## src/gpu_isa_pkg.sv

```systemverilog
// ISA package with opcodes, scheduler states, field widths and the decoded instruction
`default_nettype none

package gpu_isa_pkg;

    localparam int num_lanes = 4;
    localparam int lane_idx_w = 2;
    localparam int num_regs = 16;
    localparam int reg_addr_w = 4;
    localparam int data_w = 8;
    localparam int pc_w = 8;
    localparam int instr_w = 16;
    localparam int tc_w = 3;

    // Read-only registers holding the thread count and the lane index
    localparam int reg_tcount = 14;
    localparam int reg_lane = 15;

    // Opcode in instruction bits 15..12, codes above RET decode as NOP
    typedef enum logic [3:0] {
        NOP   = 4'h0,
        ADD   = 4'h1,
        SUB   = 4'h2,
        MUL   = 4'h3,
        AND   = 4'h4,
        CONST = 4'h5,
        LDR   = 4'h6,
        STR   = 4'h7,
        RET   = 4'h8
    } opcode_e;

    typedef enum logic [2:0] {
        IDLE,
        FETCH,
        DECODE,
        EXECUTE,
        MEMORY,
        DONE
    } sched_state_e;

    // imm overlaps rs and rt in the instruction word
    typedef struct packed {
        opcode_e               op;
        logic [reg_addr_w-1:0] rd;
        logic [reg_addr_w-1:0] rs;
        logic [reg_addr_w-1:0] rt;
        logic [data_w-1:0]     imm;
    } decoded_instr_t;

endpackage

`default_nettype wire

```

## src/program_store.sv

```systemverilog
// Program store holding the kernel, host written with a registered fetch port
`default_nettype none
`timescale 1ns/10ps

module program_store (
    input  wire                                clk,
    input  wire                                prog_we,
    input  wire  [gpu_isa_pkg::pc_w-1:0]       prog_addr,
    input  wire  [gpu_isa_pkg::instr_w-1:0]    prog_instr,
    input  wire  [gpu_isa_pkg::pc_w-1:0]       fetch_addr,
    output logic [gpu_isa_pkg::instr_w-1:0]    fetch_instr
);

    localparam int depth = 1 << gpu_isa_pkg::pc_w;

    logic [gpu_isa_pkg::instr_w-1:0] mem [depth];

    // One host write per cycle
    always_ff @(posedge clk) begin
        if (prog_we) begin
            mem[prog_addr] <= prog_instr;
        end
    end

    // Word is ready one cycle after the address
    always_ff @(posedge clk) begin
        fetch_instr <= mem[fetch_addr];
    end

endmodule

`default_nettype wire

```

## config.mk

```make
export PLATFORM = sky130hd
export DESIGN_NAME = program_store
export DESIGN_NICKNAME = d
export VERILOG_FILES = /design/src/gpu_isa_pkg.sv /design/src/program_store.sv
export SDC_FILE = /design/constraint.sdc
export NUM_CORES = 2
export LEC_CHECK = 0
export ABC_AREA = 0
export BUFFER_PORTS_ARGS = -buffer_cell sky130_fd_sc_hd__buf_4
export CORE_AREA = 2 2 1032 520
export CTS_BUF_LIST = sky130_fd_sc_hd__clkbuf_8
export CTS_CLUSTER_DIAMETER = 50
export CTS_CLUSTER_SIZE = 25
export DETAILED_ROUTE_END_ITERATION = 16
export DIE_AREA = 0 0 1034 522
export PLACE_DENSITY = 0.47
export SLEW_MARGIN = 40
export SYNTH_ARGS = -nofsm -noshare
export SYNTH_HDL_FRONTEND = slang
export SYNTH_SLANG_ARGS = --single-unit
```

## constraint.sdc

```tcl
create_clock -name clk -period 3 [get_ports clk]
set_clock_uncertainty 0.15 [all_clocks]
set_input_delay 0.45 -clock clk [delete_from_list [all_inputs] [get_ports clk]]
set_output_delay 0.45 -clock clk [all_outputs]
set_load 0.1 [all_outputs]
```

Yosys cells after proc, flatten, opt, wreduce, memory -nomap -nowiden
Memory sizes are Yosys's and may differ from the RTL's. A register that Yosys moved wholly into a read port is not among the register bits.
Index checks and enable logic that the tools add are counted.
{"block": "totals", "reg_bits": 0, "ram_bits": 4096, "input_bits": 34, "out_inout_bits": 16, "elab_cells": 3, "memories": 1}
{"memory": "mem", "depth": 256, "word_bits": 16, "rd": 1, "rd_clocked_by_memory_dff": 1, "wr": 1, "line_no": "program_store.sv:16", "text": "logic [gpu_isa_pkg::instr_w-1:0] mem [depth];"}
{"block": "op_classes", "n_mux": 2}
{"cell": "$mux W1", "n": 2}

Longest topological paths before layout
{"block": "depth", "depth_word": 2, "ltp_mapped": 12, "depth_no_buf": 6}

Worst setup path after synthesis
No wires, ideal clock.
{"block": "synth_path", "path_kind": "input -> register", "from": "input prog_addr[3] in the netlist's numbering", "to": "memory mem[235][0] in the netlist's numbering (enable)", "setup_time_ps": 388, "arrival_time_ps": 2227, "required_time_ps": 2462, "slack_ps": 235, "stages": 6, "path_buffers": 3, "path_cell_list": "clkbuf_1 nor2b_1 clkbuf_1 nand4_1 clkbuf_1 nor2_1"}
{"element": "from (decl)", "line_no": "program_store.sv:8", "text": "input wire [gpu_isa_pkg::pc_w-1:0] prog_addr,"}
{"element": "to (decl)", "line_no": "program_store.sv:16"}
Straight into the memory's write port.

==> qor.txt <==
RSZ-0062 raised after global routing: no
Hold_ws: 0.135 ns
Area of the core: 532000 sq um
Initial Util: 0.298
Fin Setup TNS: 0 ns
Leak: 0.0570 uW
Ports: 50
Worst path cell trace: buf_16 > buf_12 > buf_12 > buf_4 > buf_4 > mux4_2 > o22ai_1 > o21ai_1 > buf_4 > nand3_1 > nor4_1
Worst-Margin Slew: 1.00 ns
Layout Area Growth over Synthesis: 15.3%
Root buffer cell: clkbuf_8
Final hold vios: 0
Place WS: -1.18 ns
First-pass GRT wire length: 708000 um
EDFF count, synth: 4096
Max_cap viols: 0
Vias/cell: 5.38
IO Port Bufs: 49
Max-slew violations: 0
Post-synthesis sequential area ratio: 0.777
Status: finished clean
Yosys warning count: 0
Netlist Area Pre-Place: 159000 sq um
Global route overflow: 0
Worst IR drop on VDD: 0.000352 V
Critical Path AT: 3.90 ns
Post-route DRC violation count: 0
Post-synthesis cell type count: 52
Die ar.: 540000 sq um
Avg Cell Area, Syn: 21.6 sq um
HP Class: input port to flip-flop
First-pass DRT Iterations: 6
Mapped Cells: 7360
Die X: 1030 um
Initial antenna violation count: 63
CP Max Fanout: 20
CTS tree: yes
Async set-reset flop share out of synthesis: 0
Synth Flop Type: edfxtp_1
Most common cell after layout, fill and taps aside: edfxtp_1
Pwr/cell area: 533 nW/um^2
Clock slew seen by the registers of the worst setup and hold paths: 0.15 ns
CP max stage cell: o21ai_1
Global-route usage over all layers: 0.190
Setup slack after layout: 0.0110 ns
Share of cells above drive strength 1: 0.305
Final setup viols: 0
Post-CTS setup repair buffer count: 0
Critical path launch point type: input port
CTS Buf Count: 207
Highest cell delay on the worst timing path: 0.56 ns
Most frequent cells in the layout: edfxtp_1 (4096), buf_4 (861), mux4_2 (797)
Worst-Skew Late Latency: 1.17 ns
Final period utilization: 0.996
Synth Register Bits: 4112
Floorplan row count: 190
Syn nets: 7394
Data required, critical path: 3.91 ns
Initial drt markers: 13430
CP Capture Type: flip-flop
Most frequent cell on the critical path: buf_4
Vias post-DR: 83770
Slew Limit Headroom: 0.328
# H-tree levels: 4
Max Freq: 335 MHz
Detailed Place HPWL: 361000 um
Minimum clock period: 2.99 ns
Placed inst area: 179000 sq um
Routed Antenna Nets: 0
Clock Sinks: 4112
Die height: 522 um
Design area: 183000 sq um
Crit Path Category: input port to flip-flop
Final Wtd Congestion: 0.947
Routed wire length: 527000 um
Wire per inst: 33.9 um
Largest net degree at the start of global routing: 97
Net count, final: 8379
Vias in the first global route: 79773
Clk buf depth: 4
[worst paths after layout]
path | start | end | slack (ns) | depth (start not counted)
max | fetch_addr[0] | fetch_instr[3]$_DFF_P_ | 0.01 | 11
min reg2reg | mem[202][15]$_DFFE_PP_ | fetch_instr[15]$_DFF_P_ | 0.92 | 6
max reg2reg | mem[131][1]$_DFFE_PP_ | fetch_instr[1]$_DFF_P_ | 0.09 | 9
min | prog_instr[1] | mem[214][1]$_DFFE_PP_ | 0.13 | 2
[repair_timing]
| action | 4_1_cts | 5_1_grt |
|---|---|---|
| endpoints found under the setup margin | 3 | 5 |
| endpoints found under the hold margin | 3907 | 0 |
| hold buffers | 30 | 0 |
| gates resized for setup | 3 | 5 |
| cloned | 0 | 0 |
[layer usage]
metal / up-vias / routed length [um] / global-route usage
met4: 10 / 7090 / 0.0224
met1: 46089 / 254000 / 0.313
met3: 435 / 69900 / 0.0706
met5: - / 70 / 0
li1: 32943 / - / -
met2: 4293 / 197000 / 0.237
[registers in the layout (all words and copies together), names as in the netlist]
register and flops:
fetch_instr 16, mem 4096
[metrics by stage]
| stage | total power (uW) | util | cells |
|---|---|---|---|
| floorplan | 68000 | - | 7360 |
| global placement | 72400 | 0.335 | 15205 |
| detailed placement | 72500 | 0.336 | 15209 |
| CTS | 98100 | 0.344 | 15566 |
| global route | 100000 | 0.344 | 15570 |
| finish | 97600 | 0.344 | 15575 |
[logic make-up (layout without fill, tap and decap cells)]
group           count (synthesis)  in the layout  synth area share
compound gates                786            786            0.0354
buf+inv                       456           1559            0.0169
flops                        4112           4112             0.777
mux                          1450           1450             0.155
other cells                     0              8                 0
simple gates                  556            556            0.0157
[synthesized netlist by cell type, types with 2 or more instances]
cell type	count	area share
a2111oi_0	6	0.00033
a211oi_1	18	0.00085
a21o_1	2	0.000095
a21oi_1	175	0.0055
a221oi_1	28	0.0015
a22o_1	32	0.0018
a22oi_1	43	0.0020
a31oi_1	6	0.00024
and3_1	11	0.00043
and4_1	2	0.00011
buf_1	27	0.00064
buf_12	5	0.00063
buf_2	76	0.0024
buf_4	26	0.0012
buf_6	77	0.0055
buf_8	11	0.0010
clkbuf_1	230	0.0054
dfxtp_1	16	0.0020
edfxtp_1	4096	0.77
inv_1	3	0.000071
mux2_2	88	0.0062
mux2i_1	565	0.036
mux4_2	797	0.11
nand2_1	38	0.00090
nand2b_1	3	0.00012
nand3_1	35	0.0011
nand4_1	26	0.0010
nand4b_1	3	0.00017
nor2_1	304	0.0072
nor2b_1	9	0.00035
nor3_1	92	0.0029
nor4_1	17	0.00067
nor4bb_1	2	0.00013
o21ai_0	37	0.0012
o221ai_1	252	0.014
o22ai_1	148	0.0058
o31ai_1	16	0.00076
o32ai_1	20	0.0011
or2_2	4	0.00016
or3_1	2	0.000079
[worst max-delay path, delay by kind of cell]
kind	cells	cell delay, ns
muxes	1	0.37
buffers and inverters	6	1.39
AOI/OAI and AO/OA	2	0.65
and+or+nand+nor	2	0.86
[where the power goes]
part	internal (uW)	leakage (uW)	switching [uW]
clock	7770	0.00208	18400
combinational	2830	0.0179	5200
sequential	63200	0.0369	101
[final cells by class]
| type | instances | area [sq um] |
|---|---|---|
| Fill cell | 49458 | 349000 |
| Sequential cell | 4112 | 123000 |
| Multi-Input combinational cell | 2792 | 33300 |
| Timing Repair Buffer | 1228 | 13400 |
| Tap cell | 7104 | 8890 |
| Clock buffer | 211 | 2900 |
| Clock inverter | 116 | 1100 |
| Inverter | 4 | 27.5 |
| Antenna cell | 8 | 20.0 |
Note: power is estimated with default switching activity, not from simulation.
