$ cat config.mk
export PLATFORM = sky130hd
export DESIGN_NAME = thread_lane
export DESIGN_NICKNAME = d
export VERILOG_FILES = /design/src/gpu_isa_pkg.sv /design/src/gpu_bus_pkg.sv /design/src/thread_lane.sv
export SDC_FILE = /design/constraint.sdc
export NUM_CORES = 1
export LEC_CHECK = 0
export BUFFER_PORTS_ARGS = -buffer_cell sky130_fd_sc_hd__buf_4
export CAP_MARGIN = 10
export CORE_UTILIZATION = 40
export CTS_CLUSTER_SIZE = 28
export DETAILED_ROUTE_END_ITERATION = 8
export GPL_TIMING_DRIVEN = 0
export SYNTH_ARGS = -nofsm -noshare
export SYNTH_HDL_FRONTEND = slang
export SYNTH_SLANG_ARGS = --single-unit
$ cat constraint.sdc
create_clock -name clk -period 14.2 [get_ports clk]
set_clock_uncertainty 0.15 [all_clocks]
set_input_delay 0.71 -clock clk [delete_from_list [all_inputs] [get_ports clk]]
set_output_delay 0.71 -clock clk [all_outputs]
set_load 0.02 [all_outputs]
$ cat src/gpu_isa_pkg.sv
// ISA package with opcodes, scheduler states, field widths and the decoded instruction
`default_nettype none

package gpu_isa_pkg;

    localparam int num_lanes = 4;
    localparam int lane_idx_w = 2;
    localparam int num_regs = 16;
    localparam int reg_addr_w = 4;
    localparam int data_w = 8;
    localparam int pc_w = 8;
    localparam int instr_w = 16;
    localparam int tc_w = 3;

    // Read-only registers holding the thread count and the lane index
    localparam int reg_tcount = 14;
    localparam int reg_lane = 15;

    // Opcode in instruction bits 15..12, codes above RET decode as NOP
    typedef enum logic [3:0] {
        NOP   = 4'h0,
        ADD   = 4'h1,
        SUB   = 4'h2,
        MUL   = 4'h3,
        AND   = 4'h4,
        CONST = 4'h5,
        LDR   = 4'h6,
        STR   = 4'h7,
        RET   = 4'h8
    } opcode_e;

    typedef enum logic [2:0] {
        IDLE,
        FETCH,
        DECODE,
        EXECUTE,
        MEMORY,
        DONE
    } sched_state_e;

    // imm overlaps rs and rt in the instruction word
    typedef struct packed {
        opcode_e               op;
        logic [reg_addr_w-1:0] rd;
        logic [reg_addr_w-1:0] rs;
        logic [reg_addr_w-1:0] rt;
        logic [data_w-1:0]     imm;
    } decoded_instr_t;

endpackage

`default_nettype wire

$ cat src/gpu_bus_pkg.sv
// Bus package with Wishbone classic structs and the per-lane memory request
`default_nettype none

package gpu_bus_pkg;

    localparam int adr_w = 8;
    localparam int dat_w = 8;

    // Master to slave, stb always travels with cyc
    typedef struct packed {
        logic             cyc;
        logic             stb;
        logic             we;
        logic [adr_w-1:0] adr;
        logic [dat_w-1:0] dat;
    } wb_req_t;

    // Slave to master
    typedef struct packed {
        logic             ack;
        logic [dat_w-1:0] dat;
    } wb_rsp_t;

    // Address from rs and store data from rt of one lane
    typedef struct packed {
        logic [adr_w-1:0] addr;
        logic [dat_w-1:0] wdata;
    } lane_mem_req_t;

endpackage

`default_nettype wire

$ cat src/thread_lane.sv
// Thread lane with its own register file, ALU and load writeback
`default_nettype none
`timescale 1ns/10ps

module thread_lane #(
    parameter int lane_index = 0
) (
    input  wire                                  clk,
    input  wire                                  rst_n,
    input  wire  gpu_isa_pkg::decoded_instr_t    instr,
    input  wire                                  exec,
    input  wire                                  active,
    input  wire                                  load_valid,
    input  wire  [gpu_isa_pkg::data_w-1:0]       load_data,
    input  wire  [gpu_isa_pkg::tc_w-1:0]         thread_count,
    output gpu_bus_pkg::lane_mem_req_t           mem_req
);

    localparam int data_w = gpu_isa_pkg::data_w;
    localparam int reg_addr_w = gpu_isa_pkg::reg_addr_w;

    // r14 and r15 are not stored
    logic [data_w-1:0] regs [gpu_isa_pkg::num_regs-2];

    logic [data_w-1:0] rs_val;
    logic [data_w-1:0] rt_val;
    logic [data_w-1:0] alu_result;
    logic              alu_wr;
    logic              rd_writable;

    function automatic logic [data_w-1:0] read_reg(input logic [reg_addr_w-1:0] idx);
        if (idx == reg_addr_w'(gpu_isa_pkg::reg_lane)) begin
            return data_w'(lane_index);
        end
        if (idx == reg_addr_w'(gpu_isa_pkg::reg_tcount)) begin
            return data_w'(thread_count);
        end
        return regs[idx];
    endfunction

    always_comb begin
        rs_val = read_reg(instr.rs);
        rt_val = read_reg(instr.rt);
    end

    assign mem_req.addr = rs_val;
    assign mem_req.wdata = rt_val;
    assign rd_writable = instr.rd < reg_addr_w'(gpu_isa_pkg::reg_tcount);

    always_comb begin
        alu_wr = 1'b1;
        unique case (instr.op)
            gpu_isa_pkg::ADD:   alu_result = rs_val + rt_val;
            gpu_isa_pkg::SUB:   alu_result = rs_val - rt_val;
            // Low byte of the product
            gpu_isa_pkg::MUL:   alu_result = data_w'(rs_val * rt_val);
            gpu_isa_pkg::AND:   alu_result = rs_val & rt_val;
            gpu_isa_pkg::CONST: alu_result = instr.imm;
            default: begin
                alu_result = '0;
                alu_wr = 1'b0;
            end
        endcase
    end

    // ALU result at the end of EXECUTE, load data when the arbiter returns it
    always_ff @(posedge clk) begin
        if (!rst_n) begin
            for (int i = 0; i < gpu_isa_pkg::num_regs - 2; i++) begin
                regs[i] <= '0;
            end
        end else if (rd_writable) begin
            if (exec && active && alu_wr) begin
                regs[instr.rd] <= alu_result;
            end else if (load_valid) begin
                regs[instr.rd] <= load_data;
            end
        end
    end

endmodule

`default_nettype wire

; ---- Word-level counts from Yosys, hierarchy flattened
; Memory sizes are Yosys's and may differ from the RTL's.
; Index checks and enable logic that the tools add are counted.
[classes]
addsub = 2
mul = 1
n_lt_le_gt_ge = 1
n_eq_ne = 9
mux = 30
bitwise = 2
n_reduce_logical = 4
[ops]
columns = operator, n
row1 = $mux W8, 10
row2 = $pmux W8 S5, 1
row3 = $mux W1, 18
row4 = $eq A4 B4 Y1 const B, 4
row5 = $add A8 B8 Y8, 1
row6 = $and A8 B8 Y8, 1
row7 = $eq A4 B2 Y1 const B, 2
row8 = $eq A4 B3 Y1 const B, 2
row9 = $mul A8 B8 Y8, 1
row10 = $reduce_or A8 Y1, 1
row11 = $sub A8 B8 Y8, 1
row12 = $reduce_or A5 Y1, 1
row13 = $eq A4 B1 Y1 const B, 1
row14 = $lt A4 B4 Y1 const B, 1
row15 = $mux W4, 1
row16 = $logic_and A1 B1 Y1, 2
row17 = $or A1 B1 Y1, 1
[totals]
regBits = 0
ramBits = 112
input_bits = 40
out_inout_bits = 16
word_cells = 50
n_memories = 1
[memory_table]
columns = name, words, word_bits, read_ports, rd_clocked_by_memory_dff, wr, line
row1 = regs, 14, 8, 2, 0, 14, thread_lane.sv:23  ; logic [data_w-1:0] regs [gpu_isa_pkg::num_regs-2];

; ---- Logic depth before layout (Yosys ltp)
[depth]
word_depth = 11
ltp_mapped = 27
depth_no_buf = 22

; ---- Worst setup path before layout
; Ideal clock, no wire load.
[synth_timing]
path_kind = input to register
startpoint = in instr[8] in the netlist's numbering
endpoint = mem regs[10][7] (data pin)
arrival_time_ns = 5.894
slack_ns = 7.885
stages = 26
cell_sequence = buf_6 buf_6 buf_8 buf_6 mux2i_1 a22oi_1 nand3_1 o21ai_1 inv_1 nor2_1 fa_1 inv_1 fa_1 inv_1 fa_1 inv_1 fa_1 inv_1 ha_1 a21oi_1 xnor2_1 xnor3_1 xnor3_2 a221oi_4 buf_8 nor3_2
[synth_rtl]
columns = element, line
row1 = "start, declared", thread_lane.sv:10  ; input wire gpu_isa_pkg::decoded_instr_t instr,
row2 = "end, declared", thread_lane.sv:23

==> flow_metrics.tcl <==
set metrics [dict create \
    drt_first_pass_iters 5 \
    vias 6307 \
    ios 56 \
    drt_iter0_markers 681 \
    synth_cell_type_count 73 \
    ff2ff_path_depth 21 \
    status "finished, final reports clean" \
    relSlewSlack_pct 31.3 \
    rsz0062_at_grt "false" \
    grt_pass1_vias 6269 \
    critical_path_class "input port to flop" \
    r2r_end "regs[1][6]$_SDFFCE_PN0P_" \
    syn_area_per_cell_um2 11.3 \
    drive_gt1_share_pct 20.4 \
    drc_errors 0 \
    nets 861 \
    worstMarginPinSlew_ns 1.03 \
    post-place-ws_ns 6.46 \
    die_w_um 145 \
    cpPeakStageDelay_ns 0.59 \
    tns_ns 0 \
    yosysMostFrequentCell "nor2_1" \
    finalInstanceArea_um2 9370 \
    synth_nets 796 \
    cpMostUsedCell "inv_1" \
    synth_area_leader_cell "edfxtp_1" \
    fin_crit_ns 7.35 \
    start_kind "input port" \
    largest_reg_flops 113 \
    synthTopCellsByArea "edfxtp_1, mux4_2, nor2_1" \
    ctsResizeCount 0 \
    clock_latency_ns 0.42 \
    worst_hold_slack_ns 0.557 \
    worst_path_max_delay_cell "o31ai_1" \
    cts-root-buf "clkbuf_16" \
    p_per_area_nw_per_um2 114 \
    drv_cap 0 \
    clock.fmax_ghz 0.136 \
    syn_inst 719 \
    viasPerCell 5.94 \
    die_h_um 145 \
    worstPathArrival_ns 7.36 \
    wl_um 25100 \
    setup_viol 0 \
    hp-class "input port to flop" \
    drv_slew 0 \
    hold_start "load_data[5]" \
    clk_pin_slew_ns 0.05 \
    grt_max_degree 17 \
    cp_max_fo 10 \
    ys.flop_type "edfxtp_1" \
    initial_utilization_pct 41.3 \
    gp_congestion 0.878 \
    holdPathEnd "regs[10][5]$_SDFFCE_PN0P_" \
    worstHoldPathCells 3 \
    clock_tree.buffer_depth 2 \
    worst_slack_ns 6.85 \
    rrSetupSlack_ns 7.54 \
    fillCellCount 1761 \
    r2r_start "regs[8][2]$_SDFFCE_PN0P_" \
    synth_area_um2 8150 \
    synthTopCellsByCount "nor2_1, edfxtp_1, nand2_1" \
    fin_util_pct 47.5 \
    p_leak_nw 3.73 \
    placed_area_um2 8820 \
    wl_per_cell_um 23.6 \
    core.rowCount 51 \
    required_ns 14.20 \
    dp_hpwl_um 18600 \
    cts_tree "done" \
    ys_warn_count 0 \
    dieArea_um2 20900 \
    hold_viol_final 0 \
    grt_pass1_wl_um 37300 \
    finalCritPeriodShare_pct 51.8 \
    postSynth.asyncResetShare_pct 0 \
    yosysSeqAreaShare_pct 41.7 \
    cts_num_sinks 113 \
    core_um2 19700 \
    grt_usage_pct 25.2 \
    ant_nets 0 \
    overflow 0 \
    cts_hold_buf 0 \
    worst_setup_path_end_kind "flop" \
    cts_buffers 17 \
    diodes 0 \
    top_register "regs" \
    yosysTopAreaCellShare_pct 41.7 \
    htreeDepth 4 \
    synth_edf_count 113 \
    antenna_found_initial 0 \
    post-cts-setup-buffers 0 \
    vdd_ir_drop_max_v 0.0000878 \
    area.growth.synth_to_final_pct 15.1 \
    ys_seq_elements 113 \
    cp_cell_sequence "buf_2 -> buf_1 -> clkbuf_1 -> mux2i_1 -> nor2_1 -> a31oi_4 -> inv_1 -> nand2_1 -> fa_1 -> inv_1 -> ha_1 -> fa_1 -> inv_1 -> fa_1 -> inv_1 -> ha_1 -> xnor2_1 -> a221o_1 -> a211oi_1 -> inv_1 -> o31ai_1 -> buf_2 -> nor2_1" \
    io_buffer_count 46 \
    reg_top3 "regs (113)" \
]
==> routing by layer <==
metal	GRT usage [%]	up-vias	part of all wire, %
li1	-	2765	-
met1	33.5	3168	41
met2	41.4	329	48
met3	3.85	45	7.9
met4	9.75	0	2.6
met5	0	-	0
==> cells in the final DEF (no fill, tap or decap), types with 9 or more instances in the layout <==
cell	n
nor2_1	137
edfxtp_1	113
nand2_1	55
inv_1	46
buf_4	46
mux2i_1	40
mux4_2	28
ha_1	24
o21ai_0	19
clkbuf_1	19
xnor2_1	17
clkbuf_16	17
nor3_1	15
a21oi_1	14
a22oi_1	13
fa_1	13
buf_2	12
mux4_1	12
nor3_2	9
==> cell type report <==
| cell class | instances | area [µm²] | share of cell area [%] |
|---|---|---|---|
| Tap cell | 265 | 332 | 3.54 |
| Timing Repair Buffer | 46 | 345 | 3.68 |
| Clock inverter | 13 | 121 | 1.29 |
| Inverter | 50 | 190 | 2.03 |
| Buffer | 44 | 285 | 3.04 |
| Sequential cell | 113 | 3390 | 36.2 |
| Multi-Input combinational cell | 512 | 4280 | 45.6 |
| Clock buffer | 18 | 429 | 4.58 |
==> worst max-delay path by stage <==
| stage | from | endpoint | slack, ns | cells after the start |
|---|---|---|---|---|
| floorplan | instr[8] | regs[10][7]$_SDFFCE_PN0P_ | 7.89 | 26 |
| global placement | instr[13] | regs[13][7]$_SDFFCE_PN0P_ | 6.71 | 23 |
| detailed placement | instr[13] | regs[4][6]$_SDFFCE_PN0P_ | 6.46 | 23 |
| CTS | instr[13] | regs[4][6]$_SDFFCE_PN0P_ | 6.87 | 23 |
| global route | instr[13] | regs[0][6]$_SDFFCE_PN0P_ | 6.54 | 23 |
| finish | instr[13] | regs[1][6]$_SDFFCE_PN0P_ | 6.85 | 23 |
==> logic make-up (layout without fill, tap and decap cells) <==
group | Yosys count | count (layout) | synth area share [%]
compound gates | 98 | 98 | 9.39
xor+xnor | 27 | 27 | 3.44
mux | 88 | 88 | 17.7
other cells | 1 | 1 | 0.0460
buf+inv | 94 | 171 | 5.84
fa+ha+maj | 38 | 38 | 7.02
flops | 113 | 113 | 41.7
simple gates | 260 | 260 | 14.9
==> worst max-delay path, delay by kind of cell <==
kind,cells,cell delay [ns]
buffers and inverters,9,2.01
adders and majority gates,5,1.90
AOI/OAI and AO/OA,4,1.76
muxes,1,0.43
and+or+nand+nor,3,0.33
xor gates and xnor gates,1,0.19
==> where the power goes <==
part           leakage, nW  internal (W)  switching [W]
clock                0.272      0.000253       0.000147
sequential            1.17      0.000380     0.00000705
combinational         2.29      0.000117       0.000169
total                 3.73      0.000750       0.000323
==> through the flow <==
step	power, W	instances
after floorplan	0.000593	719
after global placement	0.000673	1030
after detailed placement	0.000677	1030
after CTS	0.00107	1061
after global routing	0.00111	1061
final	0.00107	1061
Note: power is estimated with default switching activity, not from simulation.
