**config.mk**
```make
export PLATFORM = sky130hd
export DESIGN_NAME = core_scheduler
export DESIGN_NICKNAME = d
export VERILOG_FILES = /design/src/gpu_isa_pkg.sv /design/src/core_scheduler.sv
export SDC_FILE = /design/constraint.sdc
export NUM_CORES = 1
export LEC_CHECK = 0
export BUFFER_PORTS_ARGS = -buffer_cell sky130_fd_sc_hd__buf_2
export CAP_MARGIN = 20
export CORE_UTILIZATION = 45
export DETAILED_ROUTE_END_ITERATION = 8
export PLACE_DENSITY = 0.91
export SETUP_SLACK_MARGIN = 0.05
export SLEW_MARGIN = 40
export SYNTH_ARGS = -nofsm -noshare
export SYNTH_HDL_FRONTEND = slang
export SYNTH_SLANG_ARGS = --single-unit
```
**constraint.sdc**
```tcl
create_clock -name clk -period 2.3 [get_ports clk]
set_input_delay 0.23 -clock clk [delete_from_list [all_inputs] [get_ports clk]]
set_output_delay 0.23 -clock clk [all_outputs]
set_load 0.005 [all_outputs]
```
**src/gpu_isa_pkg.sv**
```systemverilog
// ISA package with opcodes, scheduler states, field widths and the decoded instruction
`default_nettype none

package gpu_isa_pkg;

    localparam int num_lanes = 4;
    localparam int lane_idx_w = 2;
    localparam int num_regs = 16;
    localparam int reg_addr_w = 4;
    localparam int data_w = 8;
    localparam int pc_w = 8;
    localparam int instr_w = 16;
    localparam int tc_w = 3;

    // Read-only registers holding the thread count and the lane index
    localparam int reg_tcount = 14;
    localparam int reg_lane = 15;

    // Opcode in instruction bits 15..12, codes above RET decode as NOP
    typedef enum logic [3:0] {
        NOP   = 4'h0,
        ADD   = 4'h1,
        SUB   = 4'h2,
        MUL   = 4'h3,
        AND   = 4'h4,
        CONST = 4'h5,
        LDR   = 4'h6,
        STR   = 4'h7,
        RET   = 4'h8
    } opcode_e;

    typedef enum logic [2:0] {
        IDLE,
        FETCH,
        DECODE,
        EXECUTE,
        MEMORY,
        DONE
    } sched_state_e;

    // imm overlaps rs and rt in the instruction word
    typedef struct packed {
        opcode_e               op;
        logic [reg_addr_w-1:0] rd;
        logic [reg_addr_w-1:0] rs;
        logic [reg_addr_w-1:0] rt;
        logic [data_w-1:0]     imm;
    } decoded_instr_t;

endpackage

`default_nettype wire

```
**src/core_scheduler.sv**
```systemverilog
// Core scheduler FSM stepping the kernel through fetch, decode, execute and memory
`default_nettype none
`timescale 1ns/10ps

module core_scheduler (
    input  wire                                  clk,
    input  wire                                  rst_n,
    input  wire                                  start,
    input  wire  [gpu_isa_pkg::tc_w-1:0]         thread_count,
    input  wire  [gpu_isa_pkg::instr_w-1:0]      fetch_instr,
    input  wire                                  mem_done,
    output logic [gpu_isa_pkg::pc_w-1:0]         fetch_addr,
    output gpu_isa_pkg::decoded_instr_t          instr,
    output logic                                 exec,
    output logic [gpu_isa_pkg::num_lanes-1:0]    active_mask,
    output logic [gpu_isa_pkg::tc_w-1:0]         active_count,
    output logic                                 mem_start,
    output logic                                 mem_is_store,
    output logic                                 done
);

    gpu_isa_pkg::sched_state_e         state_q;
    logic [gpu_isa_pkg::pc_w-1:0]      pc_q;
    logic [gpu_isa_pkg::tc_w-1:0]      count_q;
    logic                              mem_op;

    function automatic gpu_isa_pkg::decoded_instr_t decode(
        input logic [gpu_isa_pkg::instr_w-1:0] word
    );
        gpu_isa_pkg::decoded_instr_t d;
        // Unused opcodes fall back to NOP
        if (word[15:12] > gpu_isa_pkg::RET) begin
            d.op = gpu_isa_pkg::NOP;
        end else begin
            d.op = gpu_isa_pkg::opcode_e'(word[15:12]);
        end
        d.rd = word[11:8];
        d.rs = word[7:4];
        d.rt = word[3:0];
        d.imm = word[7:0];
        return d;
    endfunction

    always_ff @(posedge clk) begin
        if (!rst_n) begin
            state_q <= gpu_isa_pkg::IDLE;
            pc_q <= '0;
            count_q <= gpu_isa_pkg::tc_w'(gpu_isa_pkg::num_lanes);
        end else begin
            unique case (state_q)
                gpu_isa_pkg::IDLE, gpu_isa_pkg::DONE: begin
                    if (start) begin
                        state_q <= gpu_isa_pkg::FETCH;
                        pc_q <= '0;
                        count_q <= thread_count;
                    end
                end
                gpu_isa_pkg::FETCH: begin
                    state_q <= gpu_isa_pkg::DECODE;
                end
                gpu_isa_pkg::DECODE: begin
                    state_q <= gpu_isa_pkg::EXECUTE;
                    pc_q <= pc_q + 1'b1;
                end
                gpu_isa_pkg::EXECUTE: begin
                    if (instr.op == gpu_isa_pkg::RET) begin
                        state_q <= gpu_isa_pkg::DONE;
                    end else if (mem_op) begin
                        state_q <= gpu_isa_pkg::MEMORY;
                    end else begin
                        state_q <= gpu_isa_pkg::FETCH;
                    end
                end
                gpu_isa_pkg::MEMORY: begin
                    if (mem_done) begin
                        state_q <= gpu_isa_pkg::FETCH;
                    end
                end
                default: begin
                    state_q <= gpu_isa_pkg::IDLE;
                end
            endcase
        end
    end

    // Fetched word is valid in DECODE and held through MEMORY
    always_ff @(posedge clk) begin
        if (state_q == gpu_isa_pkg::DECODE) begin
            instr <= decode(fetch_instr);
        end
    end

    assign mem_op = (instr.op == gpu_isa_pkg::LDR) || (instr.op == gpu_isa_pkg::STR);
    assign fetch_addr = pc_q;
    assign exec = (state_q == gpu_isa_pkg::EXECUTE);
    assign mem_start = exec && mem_op;
    assign mem_is_store = (instr.op == gpu_isa_pkg::STR);
    assign active_count = count_q;
    assign done = (state_q == gpu_isa_pkg::DONE);

    // Lanes 0 to count-1 take part
    always_comb begin
        for (int i = 0; i < gpu_isa_pkg::num_lanes; i++) begin
            active_mask[i] = i < count_q;
        end
    end

    a_mem_start: assert property (@(posedge clk) disable iff (!rst_n)
        mem_start |-> state_q == gpu_isa_pkg::EXECUTE && mem_op
            ##1 state_q == gpu_isa_pkg::MEMORY);

endmodule

`default_nettype wire

```
# After elaboration in Yosys (flattened, before gate mapping)

Index checks and enable logic that the tools add are counted.

Logic and storage cells: 39
Output and inout port bits: 43
Bits in registers: 38
Input bits: 23

Reduce and logical (&&, ||, !) cells: 8
Mux-type cells: 7
Add/subtract/negate cells: 1
$lt $le $gt $ge: 5
Equality and inequality tests: 10

Operator list:

| operator                                             | count |
|---|---|
| case mux 8 bit (2 select lines)                      | 1 |
| case mux 3 bit (5 select lines)                      | 1 |
| 2-to-1 mux 3 bit                                     | 4 |
| adder 8 x 1 -> 8 bit (second input constant)         | 1 |
| equality test 4 x 3 -> 1 bit (second input constant) | 2 |
| 2-to-1 mux 8 bit                                     | 1 |
| equality test 3 x 2 -> 1 bit (second input constant) | 2 |
| equality test 3 bit (second input constant)          | 2 |
| < comparator 1 x 3 -> 1 bit (first input constant)   | 2 |
| < comparator 2 x 3 -> 1 bit (first input constant)   | 2 |
| AND reduction 2 bit                                  | 3 |
| equality test 4 bit (second input constant)          | 1 |
| > comparator 4 bit (second input constant)           | 1 |
| inequality test 2 bit (second input constant)        | 2 |
| equality test 3 x 1 -> 1 bit (second input constant) | 1 |
| logical NOT 3 bit                                    | 1 |
| nonzero test 2 bit                                   | 1 |
| OR reduction 2 bit                                   | 1 |
| logical AND 1 bit                                    | 1 |
| logical OR 1 bit                                     | 1 |

# Longest topological paths before layout

Word-level depth: 5
Mapped depth: 6
Depth with buffers taken out: 4

# Worst setup path after synthesis

No wires, ideal clock.

Path kind: reg-to-reg
From: register state_q[2]
To: register pc_q (netlist bit fetch_addr[3])
Path slack: 0.443 ns
Stages on the path, launching flop included: 7
Arrival time: 1.766 ns
Period minus slack after synthesis: 1.857 ns
Data required time: 2.209 ns
Library setup time: 0.091 ns
Buffers on the path: 2
Cell sequence: dfxtp_1 > buf_2 > or3b_1 > buf_2 > inv_1 > a41oi_1 > a311oi_1

Cells in the longest elaborated chain, start to end: 4
Elaborated cells between the ends (all ways): 8
Those cells by class: eq/ne: 3; mux: 1; reduce/logical: 4

Ends and longest elaborated chain:

| element                                                                      | RTL line             | RTL |
|---|---|---|
| from (decl)                                                                  | core_scheduler.sv:22 | `gpu_isa_pkg::sched_state_e state_q;` |
| from (signal assigned)                                                       | core_scheduler.sv:46 | `state_q <= gpu_isa_pkg::IDLE;` |
| from (signal assigned)                                                       | core_scheduler.sv:53 | `state_q <= gpu_isa_pkg::FETCH;` |
| from (signal assigned)                                                       | core_scheduler.sv:59 | `state_q <= gpu_isa_pkg::DECODE;` |
| equality test 3 bit or logical NOT 3 bit (tied branches)                     | core_scheduler.sv:50 | `unique case (state_q)` |
| OR reduction 2 bit                                                           | core_scheduler.sv:50 |  |
| inequality test 2 bit (no source line) or nonzero test 2 bit (tied branches) | --                   |  |
| AND reduction 2 bit (no source line)                                         | --                   |  |
| to (signal assigned)                                                         | core_scheduler.sv:63 | `pc_q <= pc_q + 1'b1;` |
| to (decl)                                                                    | core_scheduler.sv:23 | `logic [gpu_isa_pkg::pc_w-1:0] pc_q;` |

Parallel ways exist; a longest one is shown, timed or not.
A chain may end at the register's enable or synchronous reset.

# Worst setup path in the final report

From: register state_q[1]
To: register pc_q (netlist bit fetch_addr[3])

Same word-level chain as after synthesis.

==> results_dict.tcl <==
set metrics [dict create \
    outcome "finished with violations" \
    violations "design-rule violations" \
    yosysWarnings 0 \
    grt_overflow 0 \
    clk_latency_ns 0.32 \
    area_growth_syn_to_layout_pct 27.1 \
    worstPathArrival_ns 2.20 \
    grt_max_degree 12 \
    die_h_um 56.7 \
    htreeDepth 2 \
    worstReg2RegEnd "fetch_addr[3]" \
    coreArea_mm2 0.00281 \
    multiInputGateArea_um2 480 \
    synth.distinct_cells 39 \
    place_area_mm2 0.00163 \
    diodes 0 \
    maxCapViolations 0 \
    port_buffers 65 \
    r2r_cells 4 \
    syn_area_mm2 0.00135 \
    wl_per_cell_um 13.2 \
    fin_skew_ns 0.00299 \
    postSynthNetCount 143 \
    gp_congestion 0.853 \
    cp-start-kind "flip-flop" \
    antenna_found_initial 0 \
    dieArea_mm2 0.00321 \
    slew_violations 0 \
    initial_utilization 0.479 \
    drt-vias-per-instance 5.33 \
    cp_data_required_time_ns 2.53 \
    clkTransAtPathRegs_ns 0.10 \
    cts.sinks 30 \
    seq_area_um2 761 \
    cts_tree "done" \
    period_needed_ns 1.97 \
    fin_crit_sh 0.856 \
    path_class "flip-flop to flip-flop" \
    cts_buffers 5 \
    design_area_mm2 0.00171 \
    p_per_area_mw_per_mm2 746 \
    p_leak_uw 0.000735 \
    cts_hold_buf 0 \
    setup_viol 0 \
    drt-initial-drc-count 41 \
    grt_pass1_wl_um 4430 \
    hold_viol 0 \
    final_cell_mix "buf_2 (65), edfxtp_1 (16), dfxtp_1 (14), nand2_1 (7)" \
    drive_gt1_frac 0.425 \
    fp-row-count 19 \
    hpwlAfterDp_um 1960 \
    rsz0062_at_grt "false" \
    grt_pass1_vias 996 \
    min_from "fetch_instr[8]" \
    nets 204 \
    final_common_cell "buf_2" \
    grt.total_usage 0.190 \
    ys_ff_latch 30 \
    hp-class "input port to flip-flop" \
    max_freq_mhz 508 \
    worst-path-max-fanout 11 \
    setup_ws_ns 0.331 \
    hold_ws_ns 0.0720 \
    io_pins 66 \
    hold_end "instr[16]" \
    fillers 242 \
    slew_headroom 0.650 \
    antenna_left 0 \
    synth_ff_type "edfxtp_1" \
    crit_path_end_kind "flip-flop" \
    ys_async_sr_fraction 0 \
    firstDrtPassIters 7 \
    vdd_drop_max_mv 0.468 \
    synth_cells 119 \
    timing.rr.start "state_q[1]" \
    cts_resized 0 \
    vias 1130 \
    crit_start "state_q[1]" \
    drc 12 \
    post_cts_buffers 0 \
    synth-edff-count 16 \
    rrSetupSlack_ns 0.33 \
    yosysSeqAreaShare 0.566 \
    preCtsSetupSlack_ns 0.376 \
    tns_ns 0 \
    fp.dieW_um 56.7 \
    worst_pin_slew_ns 0.520 \
    clock_path_buffers 2 \
    avgSynthCellArea_um2 11.3 \
    whs_path_depth 1 \
    cts-root-buf "clkbuf_4" \
    wl_um 2800 \
]
==> cells in the mapped netlist (2+ instances only) <==
cell,instances,area (um^2)
nor3_1,2,10.0
xnor2_1,2,17.5
o31ai_1,2,15.0
nand3_1,6,30.0
dfxtp_1,14,280
or3_1,2,12.5
a41oi_1,2,17.5
o211ai_1,2,15.0
nand2b_1,3,18.8
inv_1,2,7.51
nor2_1,2,7.51
and2_1,2,12.5
a211oi_1,3,22.5
buf_4,9,67.6
edfxtp_1,16,480
nand2_1,7,26.3
and3b_1,3,26.3
nor2b_1,4,25.0
mux2i_1,2,20.0
or4_1,2,15.0
buf_2,2,10.0
o21ai_0,6,30.0
a21oi_1,6,30.0
nor4b_1,2,17.5
a21o_1,2,15.0
==> worst max path at each step <==
stage | cells past startpoint | slack, ns | endpoint
6_report | 4 | 0.33 | fetch_addr[3]
4_1_cts | 4 | 0.33 | fetch_addr[3]
5_1_grt | 4 | 0.24 | fetch_addr[3]
3_3_place_gp | 3 | 0.49 | instr[8]
3_5_place_dp | 4 | 0.38 | fetch_addr[3]
2_1_floorplan | 6 | 0.44 | fetch_addr[3]
==> critical path, stage by stage, from the launching register on <==
cell,delay [ns]
dfxtp_1,0.52
or3b_1,0.54
inv_1,0.34
a41oi_1,0.18
a311oi_1,0.29
==> final cells by class <==
cell class              instances  share of cell area
clock buffers                   5              0.0220
clock inverters                 3              0.0234
well taps                      31              0.0227
inverters                       3             0.00659
repair buffers                 67               0.199
multi-input cells              73               0.281
flip-flops and latches         30               0.445
==> kinds of logic (layout without fill, tap and decap cells) <==
kind of cell / Yosys count / after routing / synth area share
AOI/OAI and AO/OA: 27 / 27 / 0.134
xor gates and xnor gates: 3 / 3 / 0.0195
adders and majority gates: 1 / 1 / 0.00930
buffers and inverters: 16 / 78 / 0.0772
DFF: 30 / 30 / 0.566
muxes: 3 / 3 / 0.0233
and+or+nand+nor: 39 / 39 / 0.171
==> where the power goes <==
| group | internal, uW | total [uW] | leakage, uW | switching (uW) |
|---|---|---|---|---|
| combinational | 99.9 | 212 | 0.000429 | 112 |
| clock | 225 | 408 | 0.0000450 | 183 |
| sequential | 616 | 655 | 0.000262 | 38.5 |
==> through the flow <==
step,instances,power (uW),util
after floorplan,119,795,-
after global routing,212,1340,0.609
final,212,1270,0.609
after global placement,204,867,0.582
after detailed placement,204,875,0.582
after CTS,212,1280,0.609
==> layer usage <==
metal / up-vias / GRT usage / wire length [um]
li1: 557 / - / -
met1: 499 / 0.206 / 1140
met2: 67 / 0.321 / 1380
met3: 7 / 0.0576 / 232
met4: 0 / 0.118 / 51
met5: - / 0 / 0
==> registers in the layout (all words and copies together) (netlist names) <==
signal and cells:
state_q 3, fetch_addr 8, instr 16, active_count 3
(Power assumes the default switching activity.)
