## config.mk

```make
export PLATFORM = sky130hd
export DESIGN_NAME = data_port_arbiter
export DESIGN_NICKNAME = d
export VERILOG_FILES = /design/src/gpu_isa_pkg.sv /design/src/gpu_bus_pkg.sv /design/src/data_port_arbiter.sv
export SDC_FILE = /design/constraint.sdc
export NUM_CORES = 1
export LEC_CHECK = 0
export ABC_AREA = 1
export BUFFER_PORTS_ARGS = -buffer_cell sky130_fd_sc_hd__buf_2
export CORE_ASPECT_RATIO = 0.7
export CORE_MARGIN = 5
export CORE_UTILIZATION = 47
export DETAILED_ROUTE_END_ITERATION = 10
export PLACE_DENSITY = 0.85
export SYNTH_ARGS = -nofsm -noshare
export SYNTH_HDL_FRONTEND = slang
export SYNTH_SLANG_ARGS = --single-unit
```

## constraint.sdc

```tcl
create_clock -name clk -period 3.8 [get_ports clk]
set_input_delay 0.19 -clock clk [delete_from_list [all_inputs] [get_ports clk]]
set_output_delay 0.19 -clock clk [all_outputs]
set_load 0.005 [all_outputs]
```

## src/gpu_isa_pkg.sv

```systemverilog
// ISA package with opcodes, scheduler states, field widths and the decoded instruction
`default_nettype none

package gpu_isa_pkg;

    localparam int num_lanes = 4;
    localparam int lane_idx_w = 2;
    localparam int num_regs = 16;
    localparam int reg_addr_w = 4;
    localparam int data_w = 8;
    localparam int pc_w = 8;
    localparam int instr_w = 16;
    localparam int tc_w = 3;

    // Read-only registers holding the thread count and the lane index
    localparam int reg_tcount = 14;
    localparam int reg_lane = 15;

    // Opcode in instruction bits 15..12, codes above RET decode as NOP
    typedef enum logic [3:0] {
        NOP   = 4'h0,
        ADD   = 4'h1,
        SUB   = 4'h2,
        MUL   = 4'h3,
        AND   = 4'h4,
        CONST = 4'h5,
        LDR   = 4'h6,
        STR   = 4'h7,
        RET   = 4'h8
    } opcode_e;

    typedef enum logic [2:0] {
        IDLE,
        FETCH,
        DECODE,
        EXECUTE,
        MEMORY,
        DONE
    } sched_state_e;

    // imm overlaps rs and rt in the instruction word
    typedef struct packed {
        opcode_e               op;
        logic [reg_addr_w-1:0] rd;
        logic [reg_addr_w-1:0] rs;
        logic [reg_addr_w-1:0] rt;
        logic [data_w-1:0]     imm;
    } decoded_instr_t;

endpackage

`default_nettype wire

```

## src/gpu_bus_pkg.sv

```systemverilog
// Bus package with Wishbone classic structs and the per-lane memory request
`default_nettype none

package gpu_bus_pkg;

    localparam int adr_w = 8;
    localparam int dat_w = 8;

    // Master to slave, stb always travels with cyc
    typedef struct packed {
        logic             cyc;
        logic             stb;
        logic             we;
        logic [adr_w-1:0] adr;
        logic [dat_w-1:0] dat;
    } wb_req_t;

    // Slave to master
    typedef struct packed {
        logic             ack;
        logic [dat_w-1:0] dat;
    } wb_rsp_t;

    // Address from rs and store data from rt of one lane
    typedef struct packed {
        logic [adr_w-1:0] addr;
        logic [dat_w-1:0] wdata;
    } lane_mem_req_t;

endpackage

`default_nettype wire

```

## src/data_port_arbiter.sv

```systemverilog
// Data port arbiter running one Wishbone classic cycle per active lane in lane order
`default_nettype none
`timescale 1ns/10ps

module data_port_arbiter (
    input  wire                                                         clk,
    input  wire                                                         rst_n,
    input  wire                                                         mem_start,
    input  wire                                                         mem_is_store,
    input  wire  [gpu_isa_pkg::num_lanes-1:0]                           active_mask,
    input  wire  gpu_bus_pkg::lane_mem_req_t [gpu_isa_pkg::num_lanes-1:0] lane_req,
    input  wire  gpu_bus_pkg::wb_rsp_t                                  wb_rsp,
    output gpu_bus_pkg::wb_req_t                                        wb_req,
    output logic [gpu_isa_pkg::num_lanes-1:0]                           load_valid,
    output logic [gpu_isa_pkg::data_w-1:0]                              load_data,
    output logic                                                        mem_done
);

    localparam int num_lanes = gpu_isa_pkg::num_lanes;
    localparam int lane_idx_w = gpu_isa_pkg::lane_idx_w;

    logic [num_lanes-1:0]          pending_q;
    logic                          store_q;
    logic                          cyc_q;
    logic [lane_idx_w-1:0]         cur_q;
    logic [gpu_bus_pkg::adr_w-1:0] adr_q;
    logic [gpu_bus_pkg::dat_w-1:0] dat_q;
    logic [lane_idx_w-1:0]         next_lane;
    logic                          launch;
    logic                          finish;

    // Lowest pending lane is served first
    always_comb begin
        next_lane = '0;
        for (int i = num_lanes - 1; i >= 0; i--) begin
            if (pending_q[i]) begin
                next_lane = lane_idx_w'(i);
            end
        end
    end

    // A new cycle only starts after cyc has been low for a clock
    assign launch = !cyc_q && (pending_q != '0);
    assign finish = cyc_q && wb_rsp.ack;

    always_ff @(posedge clk) begin
        if (!rst_n) begin
            pending_q <= '0;
            store_q <= 1'b0;
            cyc_q <= 1'b0;
            load_valid <= '0;
            mem_done <= 1'b0;
        end else begin
            load_valid <= '0;
            mem_done <= 1'b0;
            if (mem_start) begin
                pending_q <= active_mask;
                store_q <= mem_is_store;
                mem_done <= (active_mask == '0);
            end else if (launch) begin
                cyc_q <= 1'b1;
            end else if (finish) begin
                cyc_q <= 1'b0;
                pending_q[cur_q] <= 1'b0;
                load_valid[cur_q] <= !store_q;
                mem_done <= (pending_q & ~(num_lanes'(1) << cur_q)) == '0;
            end
        end
    end

    // Address and data are captured once and held until ack
    always_ff @(posedge clk) begin
        if (launch) begin
            cur_q <= next_lane;
            adr_q <= lane_req[next_lane].addr;
            dat_q <= lane_req[next_lane].wdata;
        end
        if (finish) begin
            load_data <= wb_rsp.dat;
        end
    end

    always_comb begin
        wb_req.cyc = cyc_q;
        wb_req.stb = cyc_q;
        wb_req.we = store_q;
        wb_req.adr = adr_q;
        wb_req.dat = dat_q;
    end

    a_stb_in_cyc: assert property (@(posedge clk) disable iff (!rst_n)
        wb_req.stb |-> wb_req.cyc);

    a_req_held: assert property (@(posedge clk) disable iff (!rst_n)
        wb_req.stb && !wb_rsp.ack |=> $stable({wb_req.we, wb_req.adr, wb_req.dat}));

endmodule

`default_nettype wire

```

Word-level counts from Yosys, hierarchy flattened
Cells that the tools add are included.
{ "op_classes": {"mux": 16, "n_eq_ne": 1, "n_bitwise": 8, "n_reduce_logical": 13, "n_shift": 1, "magnitude_cmp": 3} }
{ "ops": {"columns": ["cell", "n"], "rows": [
  ["binary-select mux 16 bit (select 2 bit)", 1],
  ["two-way mux 16 bit", 1],
  ["bitwise AND 4 bit", 3],
  ["two-way mux 4 bit", 3],
  ["zero test 4 bit", 2],
  ["two-way mux 2 bit", 4],
  ["inverter 4 bit", 2],
  ["< comparator 2 x 3 -> 1 bit, second input constant", 2],
  ["two-way mux 1 bit", 6],
  ["AND reduction 2 bit", 2],
  ["nonzero test 2 bit", 2],
  ["nonzero test 4 bit", 1],
  ["OR reduction 4 bit", 1],
  ["<< shifter 1 x 2 -> 4 bit, first input constant", 1],
  ["logical AND 1 bit", 3],
  ["inverter 1 bit", 3],
  ["demux 1 bit (select 2 bit)", 1],
  ["greater-or-equal comparator 2 x 1 -> 1 bit, second input constant", 1],
  ["zero test 1 bit", 2],
  ["!= test 2 bit, second input constant", 1]
]} }
{ "totals": {"reg_bits": 37, "output_inout_bits": 32} }

Logic depth before layout (Yosys ltp)
Gate-level depths: netlist (run 1).
{ "logic_depth": {"depth_word": 9, "mapped_depth": 10, "ltp_nobuf": 9} }

Worst setup path after synthesis (run 1)
OpenSTA, ideal clock, no wires.
{ "synth_timing": {"path_kind": "register -> register", "start": "register pending_q[0]", "end": "register adr_q[0] (netlist bit), enable pin", "slack_ns": 2.402, "n_path_buf": 0, "required_time_ns": 3.427, "arrival_time_ns": 1.025, "stages_incl_launch_ff": 5, "setup_ns": 0.373, "period_less_slack_ns": 1.398, "cell_sequence": "dfxtp_1 -> inv_1 -> nand3_1 -> nand2_1 -> inv_1"} }
{ "synth_between": {"elab_chain_cells": 2} }
{ "synth_rtl": {"columns": ["element", "line_no", "source"], "rows": [
  ["start: declaration", "data_port_arbiter.sv:22", "logic [num_lanes-1:0] pending_q;"],
  ["start signal: assignment", "data_port_arbiter.sv:57", "pending_q <= active_mask;"],
  ["nonzero test 4 bit", "data_port_arbiter.sv:43", "assign launch = !cyc_q && (pending_q != '0);"],
  ["logical AND 1 bit", "data_port_arbiter.sv:43", null],
  ["net launch", "data_port_arbiter.sv:29", "logic launch;"],
  ["end signal: assignment", "data_port_arbiter.sv:75", "adr_q <= lane_req[next_lane].addr;"],
  ["end: declaration", "data_port_arbiter.sv:26", "logic [gpu_bus_pkg::adr_w-1:0] adr_q;"]
]} }
The timed path passes the listed nets, and every way through them passes these cells.
A chain may end at the register's enable or synchronous reset.

Worst setup path in the final report (run 1)
{ "layout_timing": {"start": "register pending_q[3]", "end": "register dat_q[4] (netlist bit), data pin"} }
{ "layout_between": {"elab_chain_cells": 6} }
{ "layout_rtl": {"columns": ["element", "line_no", "source"], "rows": [
  ["two-way mux 2 bit (4 in a row)", "data_port_arbiter.sv:36", "if (pending_q[i]) begin"],
  ["binary-select mux 16 bit (select 2 bit)", "data_port_arbiter.sv:76", "dat_q <= lane_req[next_lane].wdata;"],
  ["two-way mux 16 bit (not written as such)", "data_port_arbiter.sv:76", null],
  ["end signal: assignment", "data_port_arbiter.sv:76", null],
  ["end: declaration", "data_port_arbiter.sv:27", "logic [gpu_bus_pkg::dat_w-1:0] dat_q;"]
]} }
No other way between the ends. The select of a mux whose other input is x is not followed.

==> key figures, run 1 <==
Clock network
  • Clock tree from TritonCTS: yes
  • Setup bufs post-CTS: 0
  • Clock slew at reported path FFs: 70 ps
  • CTS root buffer: clkbuf_8
  • Clock Sinks: 37
  • # hold bufs at CTS: 0
  • Max H-tree Level: 2
  • Clk_lat worst skew: 290 ps
  • TritonCTS buffer count: 5
  • Clk buf depth: 2
  • Resize count post-CTS: 0

Worst setup path
  • Worst path arrival time: 1680 ps
  • Cell count along the critical path: 5
  • CP endpoint: dat_q[4]$_DFFE_PP_
  • Critical Path Most Common Cell: nand2_1
  • Critical Path Source: pending_q[3]$_SDFFE_PN0P_
  • Critical Path RT: 3840 ps
  • Worst-path cell with the longest stage delay: nor3_4
  • Critical path peak fanout: 18
  • Register-to-register setup slack: 2160 ps
  • R2R Path Start: pending_q[3]$_SDFFE_PN0P_
  • Slowest Stage Delay on Critical Path: 540 ps
  • CP cell instances: nor2_2 -> nor3_4 -> inv_4 -> nand2_1 -> nand2_1
  • R2R depth: 5
  • CP top delay family: simple AND/OR/NAND/NOR gates
  • CP Buf/Inv Count: 1
  • R2r endpoint: dat_q[4]$_DFFE_PP_
  • Crit. End Element: flip-flop
  • WS Path Type: reg -> reg
  • Startpoint types: flip-flop

Floorplanning
  • Initial Util: 0.494
  • Die Height: 64.0 um
  • Die W: 87.2 um
  • Core footprint: 3970 um2
  • Die ar.: 5580 um2
  • Row cnt: 19
  • Ports: 113

Global routing
  • Antenna violations before repair: 0
  • GRT overflow: 0
  • First-pass GRT wire length: 7820 um
  • Total GRT Usage: 0.178
  • Vias in the first global route: 1783
  • Largest net degree at the start of global routing: 34

Placement
  • Detail Placement HPWL: 3960 um
  • GPL Wtd Cong: 0.919
  • Placement Setup Slack: 2150 ps
  • IO buf count: 112

Timing
  • Hold slack final: 86.6 ps
  • Rel. slew slack: 0.531
  • Unrepaired setup endpoints after global routing: no
  • Final min period: 1640 ps
  • Period utilization: 0.431
  • Setup violations, final: 0
  • Setup tns final: 0 ps
  • Worst-Margin Slew: 701 ps
  • Final Hold Fails: 0
  • Setup Skew: 11.1 ps
  • Max Clock Freq: 0.611 GHz
  • Setup WS post-layout: 2160 ps
  • Max Slew Vio Count: 0

Synth
  • Synth area leader: edfxtp_1
  • Post-synth EDFFs: 26
  • Post-synthesis cell type count: 21
  • Synth top cells by count: nand2_1, edfxtp_1, inv_1, dfxtp_1
  • Mean Syn Cell Area: 7.48 um2
  • Share of flip-flops with an asynchronous set or reset: 0
  • Yosys reg bits: 37
  • Yosys warnings: 0
  • Syn nets: 343
  • Sequential share of the synthesized area: 0.511
  • Share of the synthesized area in the top cell type: 0.398
  • Post-Syn Area: 1960 um2
  • Most frequent cell after synthesis: nand2_1
  • Synth top area cells: edfxtp_1, nand2_1, dfxtp_1, buf_6, inv_1
  • Main synth FF type: edfxtp_1
  • Mapped Cells: 262

Route
  • 1st-iter DRT viols: 78
  • Mean routed wirelength per cell: 11.8 um
  • Drt pass-1 iters: 4
  • Via density: 4.57
  • Routed WL: 5000 um
  • DRC Markers: 0
  • Vias: 1934
  • Final ANT Viol Nets: 0

Power
  • Worst ir drop on vdd: 0.000256 V
  • Pwr dens: 380 nW/um2
  • Pleak: 1.43 nW

Cells and area
  • Area growth from synthesis to layout: 31.4%
  • Share of cells above drive strength 1: 0.340
  • N_diodes: 0
  • Core Util, Final: 0.648
  • Fill cell count: 365
  • Area of the multi-input gates: 796 um2
  • Register area: 1000 um2
  • Nets: 451

Flow run
  • Max_cap viols: 0

Outcome
  • Status: finished clean

Min path
  • Min-delay worst type: in -> reg
-- where the power goes --
| part | leakage, nW | internal [mW] | switching (mW) |
|---|---|---|---|
| sequential | 0.339 | 0.484 | 0.0170 |
| clock | 0.0450 | 0.127 | 0.128 |
| combinational | 1.05 | 0.0903 | 0.132 |
| total | 1.43 | 0.701 | 0.277 |
-- kinds of logic after synthesis --
group,count (synthesis),synth area share
AOI/OAI and AO/OA,6,0.0172
buffers and inverters,28,0.0830
DFF,37,0.511
and+or+nand+nor,191,0.389
-- routing by layer --
metal  vias to the layer above  GRT usage  wire length, um
met5                         -          0                0
met4                         0     0.0536               38
met3                         4     0.0578              658
met2                        95      0.277             2170
met1                       805      0.236             2130
li1                       1030          -                -
-- sequential cells by signal (all words and copies together) (netlist names) --
register	flops
adr_q	8
cur_q	2
cyc_q	1
dat_q	8
load_data	8
load_valid	4
mem_done	1
pending_q	4
store_q	1
-- metrics by stage --
| stage | instance area (um2) | instances | power (mW) |
|---|---|---|---|
| after detailed placement | 2490 | 415 | 0.735 |
| after global placement | 2490 | 415 | 0.730 |
| after global routing | 2570 | 423 | 1.04 |
| after CTS | 2570 | 423 | 0.989 |
| final | 2570 | 423 | 0.978 |
| after floorplan | 1960 | 262 | 0.645 |
-- layout by cell type, fill, tap and decap left out, drive strengths merged --
cell,n
a21oi,2
a31oi,1
buf,112
clkbuf,6
clkinv,2
dfxtp,11
edfxtp,26
inv,17
nand2,167
nand3,8
nor2,9
nor3,6
nor3b,1
o211ai,1
o21ai,2
-- worst min path at each step --
stage | start | to | slack, ps | cells after the start
3_5_place_dp | wb_rsp[7] | load_data[7]$_DFFE_PP_ | 370 | 1
2_1_floorplan | rst_n | pending_q[0]$_SDFFE_PN0P_ | 290 | 2
4_1_cts | wb_rsp[7] | load_data[7]$_DFFE_PP_ | 80 | 1
5_1_grt | wb_rsp[7] | load_data[7]$_DFFE_PP_ | 60 | 1
6_report | wb_rsp[4] | load_data[4]$_DFFE_PP_ | 90 | 1
3_3_place_gp | wb_rsp[1] | load_data[1]$_DFFE_PP_ | 370 | 1
-- cell type report --
cell class,count,share of cell area
flip-flops and latches,37,0.389
multi-input cells,197,0.309
repair buffers,112,0.218
clock buffers,6,0.0282
inverters,17,0.0267
well taps,52,0.0253
clock inverters,2,0.00389
(Power assumes the default switching activity.)
==> inputs of run 2 (changes only) <==
--- a/config.mk
+++ b/config.mk
@@ -9,9 +9,9 @@
 export BUFFER_PORTS_ARGS = -buffer_cell sky130_fd_sc_hd__buf_2
 export CORE_ASPECT_RATIO = 0.7
 export CORE_MARGIN = 5
-export CORE_UTILIZATION = 47
+export CORE_UTILIZATION = 39
 export DETAILED_ROUTE_END_ITERATION = 10
-export PLACE_DENSITY = 0.85
+export PLACE_DENSITY = 0.75
 export SYNTH_ARGS = -nofsm -noshare
 export SYNTH_HDL_FRONTEND = slang
 export SYNTH_SLANG_ARGS = --single-unit
==> constraint.sdc (replaced) <==
create_clock -name clk -period 1.4 [get_ports clk]
set_input_delay 0.07 -clock clk [delete_from_list [all_inputs] [get_ports clk]]
set_output_delay 0.07 -clock clk [all_outputs]
set_load 0.005 [all_outputs]
==> key figures, run 2 (synthesis results as in run 1) <==
Power
  • Pwr dens: 1020 nW/um2
  • Clock share of power: 0.286
  • Int Power: 2.07 mW
  • Worst ir drop on vdd: 0.000418 V
  • Pleak: 1.52 nW
  • Sw power: 764 uW
  • Sequential power share: 0.479
  • Combinational share of power: 0.235
  • Sw Ratio: 0.269
  • Pwr Total: 2.83 mW

Floorplanning
  • Ports: 113
  • Core footprint: 4830 um2
  • Die W: 94.7 um
  • Initial Util: 0.405
  • Die Height: 69.3 um
  • Die ar.: 6560 um2
  • Row cnt: 21

Placement
  • GPL Wtd Cong: 0.841
  • Detail Placement HPWL: 4130 um
  • IO buf count: 112
  • Placement Setup Slack: 64.8 ps
  • Placed insts: 439

Worst setup path
  • Crit. End Element: flip-flop
  • Critical path peak fanout: 18
  • WS Path Type: reg -> reg
  • R2R depth: 5
  • Critical Path RT: 1390 ps
  • Worst path arrival time: 1260 ps
  • Startpoint types: flip-flop

Cells and area
  • Nets: 466
  • Fill cell count: 481
  • Most frequent cells in the layout: nand2_1, buf_2, edfxtp_1, inv_1
  • Area growth from synthesis to layout: 41.4%
  • Share of cells above drive strength 1: 0.355
  • N_diodes: 0
  • Biggest regs: adr_q (8), dat_q (8), load_data (8)
  • Most common cell after layout, fill and taps aside: nand2_1
  • Post-Layout Cell Count: 455

Timing
  • Setup tns final: 0 ps
  • Setup Skew: 7.26 ps
  • Setup violations, final: 0
  • Max Clock Freq: 0.785 GHz
  • Final Hold Fails: 0
  • Period utilization: 0.910
  • Unrepaired setup endpoints after global routing: no
  • Hold slack final: 23.8 ps
  • Setup WS post-layout: 126 ps
  • Final min period: 1270 ps
  • Max Slew Vio Count: 0
  • Worst-Margin Slew: 365 ps
  • Rel. slew slack: 0.756

Route
  • Drt pass-1 iters: 4
  • Final ANT Viol Nets: 0
  • Routed WL: 5300 um
  • Vias: 1976
  • 1st-iter DRT viols: 52
  • DRC Markers: 0
  • Mean routed wirelength per cell: 11.6 um
  • Via density: 4.34

Clock network
  • Max H-tree Level: 2
  • Setup bufs post-CTS: 0
  • Clock slew at reported path FFs: 70 ps
  • Clock tree from TritonCTS: yes
  • Clk buf depth: 2
  • Clk_lat worst skew: 280 ps
  • CTS root buffer: clkbuf_8
  • TritonCTS buffer count: 5
  • Clock Sinks: 37

Global routing
  • Total GRT Usage: 0.167
  • Vias in the first global route: 1881
  • GRT overflow: 0
  • First-pass GRT wire length: 8760 um
  • Largest net degree at the start of global routing: 34
  • Antenna violations before repair: 0

Outcome
  • Status: finished clean

Min path
  • Min-delay worst type: in -> reg
  • Worst hold path depth: 3

Flow run
  • Max_cap viols: 0
[run 2: cell count changes in the layout (fill, tap and decap cells not counted), sizes merged]
cell         before  now
buf             112  119
clkbuf            6    7
clkinv            2    1
dlygate4sd3       0    8
[run 2: path summary, 6_finish.rpt]
kind | startpoint | slack (ps) | end
worst min register to register | pending_q[2]$_SDFFE_PN0P_ | 500 | pending_q[2]$_SDFFE_PN0P_
worst max-delay path | pending_q[0]$_SDFFE_PN0P_ | 130 | adr_q[7]$_DFFE_PP_
worst max register to register | pending_q[0]$_SDFFE_PN0P_ | 130 | adr_q[7]$_DFFE_PP_
worst min-delay path | mem_is_store | 20 | store_q$_SDFFE_PN0P_
[run 2: power groups by stage]
| stage | Clock [mW] | Sequential (mW) | Combinational (mW) |
|---|---|---|---|
| after CTS | 0.839 | 1.36 | 0.672 |
| after global placement | 0 | 1.38 | 0.649 |
| after global routing | 0.898 | 1.37 | 0.771 |
| after detailed placement | 0 | 1.38 | 0.652 |
| final | 0.810 | 1.36 | 0.666 |
| after floorplan | 0 | 1.39 | 0.360 |
[run 2: layout make-up]
type / instances / area, um2 / share of cell area
clock buffer: 7 / 97.6 / 0.0352
inverter: 17 / 71.3 / 0.0257
sequential: 37 / 1010 / 0.363
clock inverter: 1 / 5.00 / 0.00181
timing repair buffer: 127 / 709 / 0.256
tap: 69 / 86.3 / 0.0312
multi-input combinational: 197 / 796 / 0.287
[run 2: through the flow]
stage	area, um2	utilization
after floorplan	1960	-
after global placement	2580	0.533
after detailed placement	2580	0.533
after CTS	2760	0.571
after global routing	2770	0.573
final	2770	0.573
[run 2: routing by layer]
metal,GRT usage,vias up,part of all wire
met5,0,-,0
met4,0.0448,0,0.0091
met3,0.0564,6,0.11
met2,0.255,90,0.44
met1,0.224,822,0.44
li1,-,1058,-
[run 2: worst max-delay path, stage by stage, from the launching register on]
cell and delay (ps):
dfxtp_2 380, inv_1 110, nand3_1 140, nand2_1 80
inv_1 100, buf_12 160
[run 2: repair_timing]
item / CTS / global route
hold buffers: 8 / 0
resized for setup: 0 / 6
endpoints found under the hold margin: 8 / 0
setup endpoints to repair: 0 / 34
